`src/design/id_pkg.sv`:
```
/*
 * Shared widths, major opcodes and select encodings of the RV32I decode stage.
 */
package id_pkg;

	localparam int unsigned XLEN       = 32;
	localparam int unsigned REG_ADDR_W = 5;
	localparam int unsigned NUM_REGS   = 32;

	// funct7 patterns of the base and alternate (SUB, SRA) encodings.
	localparam logic [6:0] FUNCT7_BASE = 7'b0000000;
	localparam logic [6:0] FUNCT7_ALT  = 7'b0100000;

	// Major opcodes handled by the stage, taken from instr[6:0].
	typedef enum logic [6:0] {
		OPCODE_LOAD   = 7'h03,
		OPCODE_OP_IMM = 7'h13,
		OPCODE_AUIPC  = 7'h17,
		OPCODE_STORE  = 7'h23,
		OPCODE_OP     = 7'h33,
		OPCODE_LUI    = 7'h37
	} opcode_e;

	typedef enum logic [3:0] {
		ALU_ADD  = 4'd0,
		ALU_SUB  = 4'd1,
		ALU_XOR  = 4'd2,
		ALU_OR   = 4'd3,
		ALU_AND  = 4'd4,
		ALU_SRA  = 4'd5,
		ALU_SRL  = 4'd6,
		ALU_SLL  = 4'd7,
		ALU_SLT  = 4'd8,
		ALU_SLTU = 4'd9
	} alu_op_e;

	typedef enum logic [1:0] {
		OP_A_REG_A  = 2'd0,
		OP_A_CURRPC = 2'd1,
		OP_A_ZERO   = 2'd2
	} op_a_sel_e;

	typedef enum logic {
		OP_B_REG_B = 1'b0,
		OP_B_IMM   = 1'b1
	} op_b_sel_e;

	typedef enum logic [1:0] {
		IMM_B_I = 2'd0,
		IMM_B_S = 2'd1,
		IMM_B_U = 2'd2
	} imm_b_sel_e;

	// Source of the register write data.
	typedef enum logic {
		RF_WD_EX  = 1'b0,
		RF_WD_LSU = 1'b1
	} rf_wd_sel_e;

	// Access size, same coding as the LSU expects.
	typedef enum logic [1:0] {
		DATA_WORD = 2'b00,
		DATA_HALF = 2'b01,
		DATA_BYTE = 2'b10
	} data_type_e;

	typedef enum logic {
		IDLE     = 1'b0,
		WAIT_LSU = 1'b1  // A load or store waits for the LSU response.
	} wb_state_e;

endpackage

```
`src/design/id_decoder.sv`:
```
/*
 * Instruction decoder. Turns opcode, funct3 and funct7 into operand selects,
 * register addresses, LSU controls and the illegal flag.
 */
module id_decoder (
	input  logic                              instr_valid_i,
	input  logic [id_pkg::XLEN-1:0]           instr_rdata_i,
	output logic                              illegal_insn_o,
	output id_pkg::alu_op_e                   alu_operator_o,
	output id_pkg::op_a_sel_e                 op_a_sel_o,
	output id_pkg::op_b_sel_e                 op_b_sel_o,
	output id_pkg::imm_b_sel_e                imm_b_sel_o,
	output logic [id_pkg::REG_ADDR_W-1:0]     rf_raddr_a_o,
	output logic [id_pkg::REG_ADDR_W-1:0]     rf_raddr_b_o,
	output logic [id_pkg::REG_ADDR_W-1:0]     rf_waddr_o,
	output logic                              rf_we_o,
	output id_pkg::rf_wd_sel_e                rf_wd_sel_o,
	output logic                              data_req_o,
	output logic                              data_we_o,
	output logic                              data_sign_ext_o,
	output id_pkg::data_type_e                data_type_o
);

	id_pkg::opcode_e opcode;
	logic [2:0]      funct3;
	logic [6:0]      funct7;
	logic            illegal;

	// Shared funct3 to ALU operation map of OP and OP_IMM.
	function automatic id_pkg::alu_op_e alu_op(input logic [2:0] f3, input logic alt);
		case (f3)
			3'b000:  alu_op = alt ? id_pkg::ALU_SUB : id_pkg::ALU_ADD;
			3'b001:  alu_op = id_pkg::ALU_SLL;
			3'b010:  alu_op = id_pkg::ALU_SLT;
			3'b011:  alu_op = id_pkg::ALU_SLTU;
			3'b100:  alu_op = id_pkg::ALU_XOR;
			3'b101:  alu_op = alt ? id_pkg::ALU_SRA : id_pkg::ALU_SRL;
			3'b110:  alu_op = id_pkg::ALU_OR;
			default: alu_op = id_pkg::ALU_AND;
		endcase
	endfunction

	assign opcode = id_pkg::opcode_e'(instr_rdata_i[6:0]);
	assign funct3 = instr_rdata_i[14:12];
	assign funct7 = instr_rdata_i[31:25];

	assign rf_raddr_a_o = instr_rdata_i[19:15];
	assign rf_raddr_b_o = instr_rdata_i[24:20];
	assign rf_waddr_o   = instr_rdata_i[11:7];

	always_comb begin
		illegal         = 1'b0;
		alu_operator_o  = id_pkg::ALU_ADD;
		op_a_sel_o      = id_pkg::OP_A_REG_A;
		op_b_sel_o      = id_pkg::OP_B_REG_B;
		imm_b_sel_o     = id_pkg::IMM_B_I;
		rf_we_o         = 1'b0;
		rf_wd_sel_o     = id_pkg::RF_WD_EX;
		data_req_o      = 1'b0;
		data_we_o       = 1'b0;
		data_sign_ext_o = 1'b0;
		data_type_o     = id_pkg::DATA_WORD;

		case (opcode)
			id_pkg::OPCODE_OP: begin
				rf_we_o        = 1'b1;
				alu_operator_o = alu_op(funct3, funct7 == id_pkg::FUNCT7_ALT);
				if (funct7 == id_pkg::FUNCT7_ALT) begin
					illegal = (funct3 != 3'b000) && (funct3 != 3'b101);
				end else begin
					illegal = funct7 != id_pkg::FUNCT7_BASE;
				end
			end
			id_pkg::OPCODE_OP_IMM: begin
				rf_we_o    = 1'b1;
				op_b_sel_o = id_pkg::OP_B_IMM;
				// Bit 30 only selects SRAI; for ADDI it is part of the immediate.
				alu_operator_o = alu_op(funct3, (funct3 == 3'b101) &&
					(funct7 == id_pkg::FUNCT7_ALT));
				if (funct3 == 3'b001) begin
					illegal = funct7 != id_pkg::FUNCT7_BASE;
				end else if (funct3 == 3'b101) begin
					illegal = (funct7 != id_pkg::FUNCT7_BASE) && (funct7 != id_pkg::FUNCT7_ALT);
				end
			end
			id_pkg::OPCODE_LUI, id_pkg::OPCODE_AUIPC: begin
				rf_we_o     = 1'b1;
				op_b_sel_o  = id_pkg::OP_B_IMM;
				imm_b_sel_o = id_pkg::IMM_B_U;
				op_a_sel_o  = (opcode == id_pkg::OPCODE_LUI) ? id_pkg::OP_A_ZERO :
					id_pkg::OP_A_CURRPC;
			end
			id_pkg::OPCODE_LOAD, id_pkg::OPCODE_STORE: begin
				data_req_o      = 1'b1;
				data_we_o       = opcode == id_pkg::OPCODE_STORE;
				rf_we_o         = opcode == id_pkg::OPCODE_LOAD;
				rf_wd_sel_o     = id_pkg::RF_WD_LSU;
				op_b_sel_o      = id_pkg::OP_B_IMM;
				imm_b_sel_o     = data_we_o ? id_pkg::IMM_B_S : id_pkg::IMM_B_I;
				data_sign_ext_o = ~funct3[2];
				case (funct3[1:0])
					2'b00:   data_type_o = id_pkg::DATA_BYTE;
					2'b01:   data_type_o = id_pkg::DATA_HALF;
					2'b10:   data_type_o = id_pkg::DATA_WORD;
					default: illegal     = 1'b1;
				endcase
				// Stores have no unsigned forms.
				if (data_we_o && funct3[2]) begin
					illegal = 1'b1;
				end
				if (!data_we_o && funct3 == 3'b110) begin
					illegal = 1'b1;
				end
			end
			default: illegal = 1'b1;
		endcase

		if (illegal) begin
			rf_we_o    = 1'b0;
			data_req_o = 1'b0;
			data_we_o  = 1'b0;
		end
	end

	assign illegal_insn_o = instr_valid_i & illegal;

endmodule

```
`src/design/id_regfile.sv`:
```
/*
 * Register file with 31 writable 32-bit registers, two read ports and one
 * write port. x0 always reads zero.
 */
module id_regfile (
	input  logic                          clk_i,
	input  logic                          rst_ni,
	input  logic [id_pkg::REG_ADDR_W-1:0] raddr_a_i,
	input  logic [id_pkg::REG_ADDR_W-1:0] raddr_b_i,
	input  logic [id_pkg::REG_ADDR_W-1:0] waddr_i,
	input  logic [id_pkg::XLEN-1:0]       wdata_i,
	input  logic                          we_i,
	output logic [id_pkg::XLEN-1:0]       rdata_a_o,
	output logic [id_pkg::XLEN-1:0]       rdata_b_o
);

	logic [id_pkg::XLEN-1:0] regs_q [1:id_pkg::NUM_REGS-1];

	always_ff @(posedge clk_i or negedge rst_ni) begin
		if (!rst_ni) begin
			for (int i = 1; i < id_pkg::NUM_REGS; i++) begin
				regs_q[i] <= '0;
			end
		end else if (we_i && (waddr_i != '0)) begin  // Writes to x0 are dropped.
			regs_q[waddr_i] <= wdata_i;
		end
	end

	assign rdata_a_o = (raddr_a_i == '0) ? '0 : regs_q[raddr_a_i];
	assign rdata_b_o = (raddr_b_i == '0) ? '0 : regs_q[raddr_b_i];

	// The write enable comes from the writeback FSM and must be clean every cycle.
	assert property (@(posedge clk_i) disable iff (!rst_ni) !$isunknown(we_i))
		else $error("Register file write enable is unknown.");

endmodule

```
`src/design/id_operand_mux.sv`:
```
/*
 * Immediate extraction and ALU operand selection.
 */
module id_operand_mux (
	input  logic [id_pkg::XLEN-1:0] instr_rdata_i,
	input  logic [id_pkg::XLEN-1:0] pc_i,
	input  logic [id_pkg::XLEN-1:0] rdata_a_i,
	input  logic [id_pkg::XLEN-1:0] rdata_b_i,
	input  id_pkg::op_a_sel_e       op_a_sel_i,
	input  id_pkg::op_b_sel_e       op_b_sel_i,
	input  id_pkg::imm_b_sel_e      imm_b_sel_i,
	output logic [id_pkg::XLEN-1:0] alu_operand_a_o,
	output logic [id_pkg::XLEN-1:0] alu_operand_b_o
);

	logic [id_pkg::XLEN-1:0] imm_i_type;
	logic [id_pkg::XLEN-1:0] imm_s_type;
	logic [id_pkg::XLEN-1:0] imm_u_type;
	logic [id_pkg::XLEN-1:0] imm_b;

	assign imm_i_type = {{20{instr_rdata_i[31]}}, instr_rdata_i[31:20]};
	assign imm_s_type = {{20{instr_rdata_i[31]}}, instr_rdata_i[31:25], instr_rdata_i[11:7]};
	assign imm_u_type = {instr_rdata_i[31:12], 12'b0};

	always_comb begin
		case (op_a_sel_i)
			id_pkg::OP_A_CURRPC: alu_operand_a_o = pc_i;
			id_pkg::OP_A_ZERO:   alu_operand_a_o = '0;  // LUI adds the immediate to zero.
			default:             alu_operand_a_o = rdata_a_i;
		endcase
	end

	always_comb begin
		case (imm_b_sel_i)
			id_pkg::IMM_B_S: imm_b = imm_s_type;
			id_pkg::IMM_B_U: imm_b = imm_u_type;
			default:         imm_b = imm_i_type;
		endcase
	end

	assign alu_operand_b_o = (op_b_sel_i == id_pkg::OP_B_IMM) ? imm_b : rdata_b_i;

endmodule

```
`src/design/id_wb_fsm.sv`:
```
/*
 * Writeback FSM. Single-cycle instructions retire at once; a load or store
 * keeps fetch stalled until the LSU answers, then writes back and retires.
 */
module id_wb_fsm (
	input  logic clk_i,
	input  logic rst_ni,
	input  logic instr_valid_i,
	input  logic data_req_i,
	input  logic rf_we_i,
	input  logic lsu_valid_i,
	input  logic illegal_i,
	output logic id_ready_o,
	output logic data_req_o,
	output logic rf_we_o,
	output logic instr_ret_o
);

	id_pkg::wb_state_e state_q;
	id_pkg::wb_state_e state_d;

	always_ff @(posedge clk_i or negedge rst_ni) begin
		if (!rst_ni) begin
			state_q <= id_pkg::IDLE;
		end else begin
			state_q <= state_d;
		end
	end

	always_comb begin
		state_d     = state_q;
		id_ready_o  = 1'b1;
		data_req_o  = 1'b0;
		rf_we_o     = 1'b0;
		instr_ret_o = 1'b0;

		case (state_q)
			id_pkg::IDLE: begin
				if (instr_valid_i) begin
					if (data_req_i && !illegal_i) begin
						// The word stays with fetch, so rd is still decoded at writeback.
						data_req_o = 1'b1;
						id_ready_o = 1'b0;
						state_d    = id_pkg::WAIT_LSU;
					end else begin
						rf_we_o     = rf_we_i & ~illegal_i;
						instr_ret_o = ~illegal_i;  // An illegal word is consumed silently.
					end
				end
			end
			id_pkg::WAIT_LSU: begin
				id_ready_o = lsu_valid_i;
				if (lsu_valid_i) begin
					rf_we_o     = rf_we_i;  // Only loads have it set.
					instr_ret_o = 1'b1;
					state_d     = id_pkg::IDLE;
				end
			end
			default: state_d = id_pkg::IDLE;
		endcase
	end

	assert property (@(posedge clk_i) disable iff (!rst_ni)
		lsu_valid_i |-> (state_q == id_pkg::WAIT_LSU))
		else $error("LSU response arrived with no access outstanding.");

endmodule

```
`src/design/id_stage.sv`:
```
/*
 * RV32I decode stage top. Connects decoder, register file, operand mux and
 * writeback FSM, and picks the register write data.
 */
module id_stage (
	input  logic                      clk_i,
	input  logic                      rst_ni,
	input  logic                      instr_valid_i,
	input  logic [id_pkg::XLEN-1:0]   instr_rdata_i,
	input  logic [id_pkg::XLEN-1:0]   pc_i,
	input  logic [id_pkg::XLEN-1:0]   alu_result_i,
	input  logic                      lsu_valid_i,
	input  logic [id_pkg::XLEN-1:0]   lsu_rdata_i,
	output logic                      id_ready_o,
	output logic                      illegal_insn_o,
	output logic                      instr_ret_o,
	output id_pkg::alu_op_e           alu_operator_o,
	output logic [id_pkg::XLEN-1:0]   alu_operand_a_o,
	output logic [id_pkg::XLEN-1:0]   alu_operand_b_o,
	output logic                      data_req_o,
	output logic                      data_we_o,
	output id_pkg::data_type_e        data_type_o,
	output logic                      data_sign_ext_o,
	output logic [id_pkg::XLEN-1:0]   data_wdata_o
);

	logic [id_pkg::REG_ADDR_W-1:0] rf_raddr_a;
	logic [id_pkg::REG_ADDR_W-1:0] rf_raddr_b;
	logic [id_pkg::REG_ADDR_W-1:0] rf_waddr;
	logic [id_pkg::XLEN-1:0]       rf_rdata_a;
	logic [id_pkg::XLEN-1:0]       rf_rdata_b;
	logic [id_pkg::XLEN-1:0]       rf_wdata;
	logic                          rf_we_dec;
	logic                          rf_we;
	id_pkg::rf_wd_sel_e            rf_wd_sel;
	id_pkg::op_a_sel_e             op_a_sel;
	id_pkg::op_b_sel_e             op_b_sel;
	id_pkg::imm_b_sel_e            imm_b_sel;
	logic                          data_req_dec;

	id_decoder decoder_i (
		.instr_valid_i   (instr_valid_i),
		.instr_rdata_i   (instr_rdata_i),
		.illegal_insn_o  (illegal_insn_o),
		.alu_operator_o  (alu_operator_o),
		.op_a_sel_o      (op_a_sel),
		.op_b_sel_o      (op_b_sel),
		.imm_b_sel_o     (imm_b_sel),
		.rf_raddr_a_o    (rf_raddr_a),
		.rf_raddr_b_o    (rf_raddr_b),
		.rf_waddr_o      (rf_waddr),
		.rf_we_o         (rf_we_dec),
		.rf_wd_sel_o     (rf_wd_sel),
		.data_req_o      (data_req_dec),
		.data_we_o       (data_we_o),
		.data_sign_ext_o (data_sign_ext_o),
		.data_type_o     (data_type_o)
	);

	// Loads write the LSU data, everything else the execute result.
	assign rf_wdata = (rf_wd_sel == id_pkg::RF_WD_LSU) ? lsu_rdata_i : alu_result_i;

	id_regfile regfile_i (
		.clk_i     (clk_i),
		.rst_ni    (rst_ni),
		.raddr_a_i (rf_raddr_a),
		.raddr_b_i (rf_raddr_b),
		.waddr_i   (rf_waddr),
		.wdata_i   (rf_wdata),
		.we_i      (rf_we),
		.rdata_a_o (rf_rdata_a),
		.rdata_b_o (rf_rdata_b)
	);

	id_operand_mux operand_mux_i (
		.instr_rdata_i   (instr_rdata_i),
		.pc_i            (pc_i),
		.rdata_a_i       (rf_rdata_a),
		.rdata_b_i       (rf_rdata_b),
		.op_a_sel_i      (op_a_sel),
		.op_b_sel_i      (op_b_sel),
		.imm_b_sel_i     (imm_b_sel),
		.alu_operand_a_o (alu_operand_a_o),
		.alu_operand_b_o (alu_operand_b_o)
	);

	id_wb_fsm wb_fsm_i (
		.clk_i         (clk_i),
		.rst_ni        (rst_ni),
		.instr_valid_i (instr_valid_i),
		.data_req_i    (data_req_dec),
		.rf_we_i       (rf_we_dec),
		.lsu_valid_i   (lsu_valid_i),
		.illegal_i     (illegal_insn_o),
		.id_ready_o    (id_ready_o),
		.data_req_o    (data_req_o),
		.rf_we_o       (rf_we),
		.instr_ret_o   (instr_ret_o)
	);

	assign data_wdata_o = rf_rdata_b;  // Store data is rs2.

endmodule

```
`config.mk`:
```
export PLATFORM = sky130hd
export DESIGN_NAME = id_stage
export DESIGN_NICKNAME = d
export VERILOG_FILES = /design/src/design/id_pkg.sv /design/src/design/id_decoder.sv /design/src/design/id_regfile.sv /design/src/design/id_operand_mux.sv /design/src/design/id_wb_fsm.sv /design/src/design/id_stage.sv
export SDC_FILE = /design/constraint.sdc
export NUM_CORES = 2
export LEC_CHECK = 0
export BUFFER_PORTS_ARGS = -buffer_cell sky130_fd_sc_hd__buf_4
export CORE_UTILIZATION = 24
export DETAILED_ROUTE_END_ITERATION = 8
export PLACE_DENSITY = 0.39
export SKIP_CTS_REPAIR_TIMING = 1
export SYNTH_ARGS = -nofsm -noshare
export SYNTH_HDL_FRONTEND = slang
export SYNTH_SLANG_ARGS = --single-unit
```
`constraint.sdc`:
```
create_clock -name clk_i -period 4.9 [get_ports clk_i]
set_input_delay 0 -clock clk_i [delete_from_list [all_inputs] [get_ports clk_i]]
set_output_delay 0 -clock clk_i [all_outputs]
set_load 0.05 [all_outputs]
```
==> impl_metrics.py <==
metrics = {
    "yosys": {
        "synth_area_leaders": "dfrtp_1, mux2_2, mux4_2",
        "netlist-cell-type-count": 56,
        "async_flop_share": 1.000,
        "yosys.area.top_type": "dfrtp_1",
        "netlist.area_leader.share": 0.4395,
        "yosysMostFrequentCell": "dfrtp_1",
        "syn_avg_cell_area_um2": 13.28,
        "ys_ff_latch": 993,
        "syn_nets": 4391,
        "ys.flop_type": "dfrtp_1",
        "synth-edff-count": 0,
        "synth_area_um2": 56540,
        "synth_seq_area_share": 0.4395,
        "synthCells": 4257,
        "yosys-top-cells-count": "dfrtp_1, mux2_2, mux2i_1",
        "ys_warn_count": 0,
    },
    "power": {
        "ir_drop_mv": 0.2767,
        "leakagePower_nw": 30.39,
        "power.density_nw_per_um2": 293.6,
    },
    "grt": {
        "grt_pass1_vias": 39880,
        "antenna_found_initial": 15,
        "grt_pass1_wl_um": 329900,
        "grtUsageTotal": 0.1958,
        "overflow": 0,
        "grt_max_degree": 145,
    },
    "job": {
        "maxCapViolCount": 0,
    },
    "sta": {
        "finalSetupTns_ns": 0,
        "slew_viol_final": 0,
        "setup_viol": 0,
        "rsz0062_at_grt": "false",
        "slew_headroom": 0.1685,
        "period_share": 0.7154,
        "fin_crit_ns": 3.505,
        "fmax_mhz": 285.3,
        "worst_pin_slew_ns": 1.228,
        "hold_viol_final": 47,
        "finClkSkew_ns": 0.03022,
        "whs_ns": -0.04158,
    },
    "status": {
        "status": "finished with violations",
        "violations": "hold timing",
    },
    "finish": {
        "multiInputGateArea_um2": 29630,
        "final_nets": 4469,
        "final_area_um2": 65890,
        "ff_latch_area_um2": 24850,
        "area_delta_synth_final_pct": 16.55,
        "drive_above_1_share": 0.4382,
        "nFillCells": 23970,
    },
    "setup_path": {
        "slowest_stage": "a211oi_1",
        "crit_chain": "mux2_2 -> a22o_1 -> a211oi_1 -> o21ai_0 -> a41o_1 -> buf_4",
        "critPathMaxFanout": 3,
        "r2r_start": "wb_fsm_i.state_q",
        "worstRegToRegCells": 7,
        "worst_setup_path_end_kind": "output pin",
        "start_kind": "flop",
        "worstPathRequired_ns": 4.90,
        "r2r-end": "regfile_i.regs_q[981]",
        "crit_start": "regfile_i.regs_q[967]",
        "cp.arrival_ns": 3.51,
        "slowest_delay_ns": 0.80,
        "r2r_setup_slack_ns": 1.43,
        "path_class": "flop to output pin",
    },
    "hold_path": {
        "hp-start": "alu_result_i[27]",
        "whs_endpoint": "regfile_i.regs_q[123]",
        "worstHoldPathType": "input port to flop",
        "hold_path_depth": 5,
    },
    "place": {
        "globalplace.congestion": 0.7660,
        "post-dp-hpwl_um": 142300,
        "io_buffers": 239,
        "place_area_um2": 61960,
    },
    "routing": {
        "postRouteAntennaNets": 0,
        "drt-vias-per-instance": 5.074,
        "via_count": 38380,
        "post-route-drc-count": 0,
        "drtPass1Iterations": 5,
        "wl_per_cell_um": 31.07,
        "drt_iter0_drc": 2818,
        "wirelength_um": 235000,
    },
    "clock_network": {
        "cts_buffers": 119,
        "cts_buffer_depth": 3,
        "cts.sinks": 993,
        "cts_tree": "yes",
        "path_clk_slew_ns": 0.06,
        "cts_root_buffer": "clkbuf_16",
        "clk_latency_ns": 0.76,
        "htreeDepth": 3,
    },
    "floorplan": {
        "dieArea_um2": 237500,
        "die_h_um": 487.4,
        "rows": 177,
        "core_area_um2": 233400,
        "initial_core_util": 0.2422,
        "num_io_pins": 240,
        "die_w_um": 487.4,
    },
}
flip-flops by register name, summed over array words and instances (netlist names):
name              cells
regfile_i.regs_q    992
wb_fsm_i.state_q      1
how the worst max path moves through the flow:
stage	to	slack, ns	depth (start not counted)
floorplan	alu_operator_o[1]	1.94	4
global placement	alu_operand_a_o[27]	0.86	6
detailed placement	regfile_i.regs_q[982]	1.46	8
CTS	alu_operand_b_o[11]	1.39	6
global route	regfile_i.regs_q[982]	1.33	7
finish	alu_operand_b_o[7]	1.39	6
critical path, delay by kind of cell (launching register included):
kind | cells | cell delay, ns
buf+inv | 1 | 0.20
compound gates | 4 | 1.85
flops | 1 | 0.39
mux | 1 | 0.27
cell families (layout without fill, tap and decap cells):
kind of cell             after synthesis  after routing  share of synthesized area
AO/OA/AOI/OAI                        491            491                    0.06090
adder cells (fa/ha/maj)                2              2                  0.0004425
AND/OR/NAND/NOR                      514            514                    0.05002
XOR/XNOR                               1              1                  0.0001549
other                                  0              9                          0
buffers and inverters                464            630                    0.03897
multiplexers                        1792           1792                     0.4100
flip-flops                           993            993                     0.4395
per-stage QoR:
stage | utilization | std cells | hold WS (ns) | worst slack, ns | power, W
6_report | 0.2823 | 7564 | -0.04158 | 1.395 | 0.01935
5_1_grt | 0.2822 | 7556 | 0.009742 | 1.334 | 0.02004
2_1_floorplan | - | 4257 | -0.2956 | 1.940 | 0.009616
3_5_place_dp | 0.2654 | 7338 | 0.07541 | 1.459 | 0.01068
4_1_cts | 0.2818 | 7547 | -0.7747 | 1.391 | 0.01962
3_3_place_gp | 0.2652 | 7332 | 0.08343 | 0.8596 | 0.01067
layer usage:
layer  vias up  track usage  wire length [µm]
met5         -            0                 9
li1      16270            -                 -
met1     20970       0.2726            109000
met2       890       0.3192            111000
met4         2      0.05254              5758
met3       239      0.02244              9259
report_power, final:
group          internal, W  leakage [nW]  total (W)  switching, W
clock              0.00502          1.88    0.00884       0.00382
combinational     0.000650          14.7    0.00215       0.00150
sequential         0.00829          13.9    0.00836     0.0000659
total               0.0140          30.4     0.0193       0.00539
placed cells by master (no fill, tap or decap), drive strengths merged, types with 23 or more instances in the layout:
| cell type | count |
|---|---|
| a211o | 24 |
| a21oi | 23 |
| a22o | 33 |
| a22oi | 32 |
| buf | 407 |
| clkbuf | 192 |
| dfrtp | 993 |
| mux2 | 1120 |
| mux2i | 416 |
| mux4 | 256 |
| nand2 | 203 |
| nand3 | 75 |
| nor2 | 87 |
| nor4 | 29 |
| o211a | 24 |
| o21ai | 42 |
| o22ai | 224 |
| o311ai | 32 |
| or3 | 64 |
area by class of cell:
type | instances | area share
clock buffers | 191 | 0.05492
diodes | 9 | 0.0003418
repair buffers | 415 | 0.05514
inverters | 6 | 0.0003418
well taps | 3132 | 0.05947
flip-flops and latches | 993 | 0.3771
clock inverters | 18 | 0.002924
multi-input cells | 2800 | 0.4497
Power figures use the tool's default switching activity.
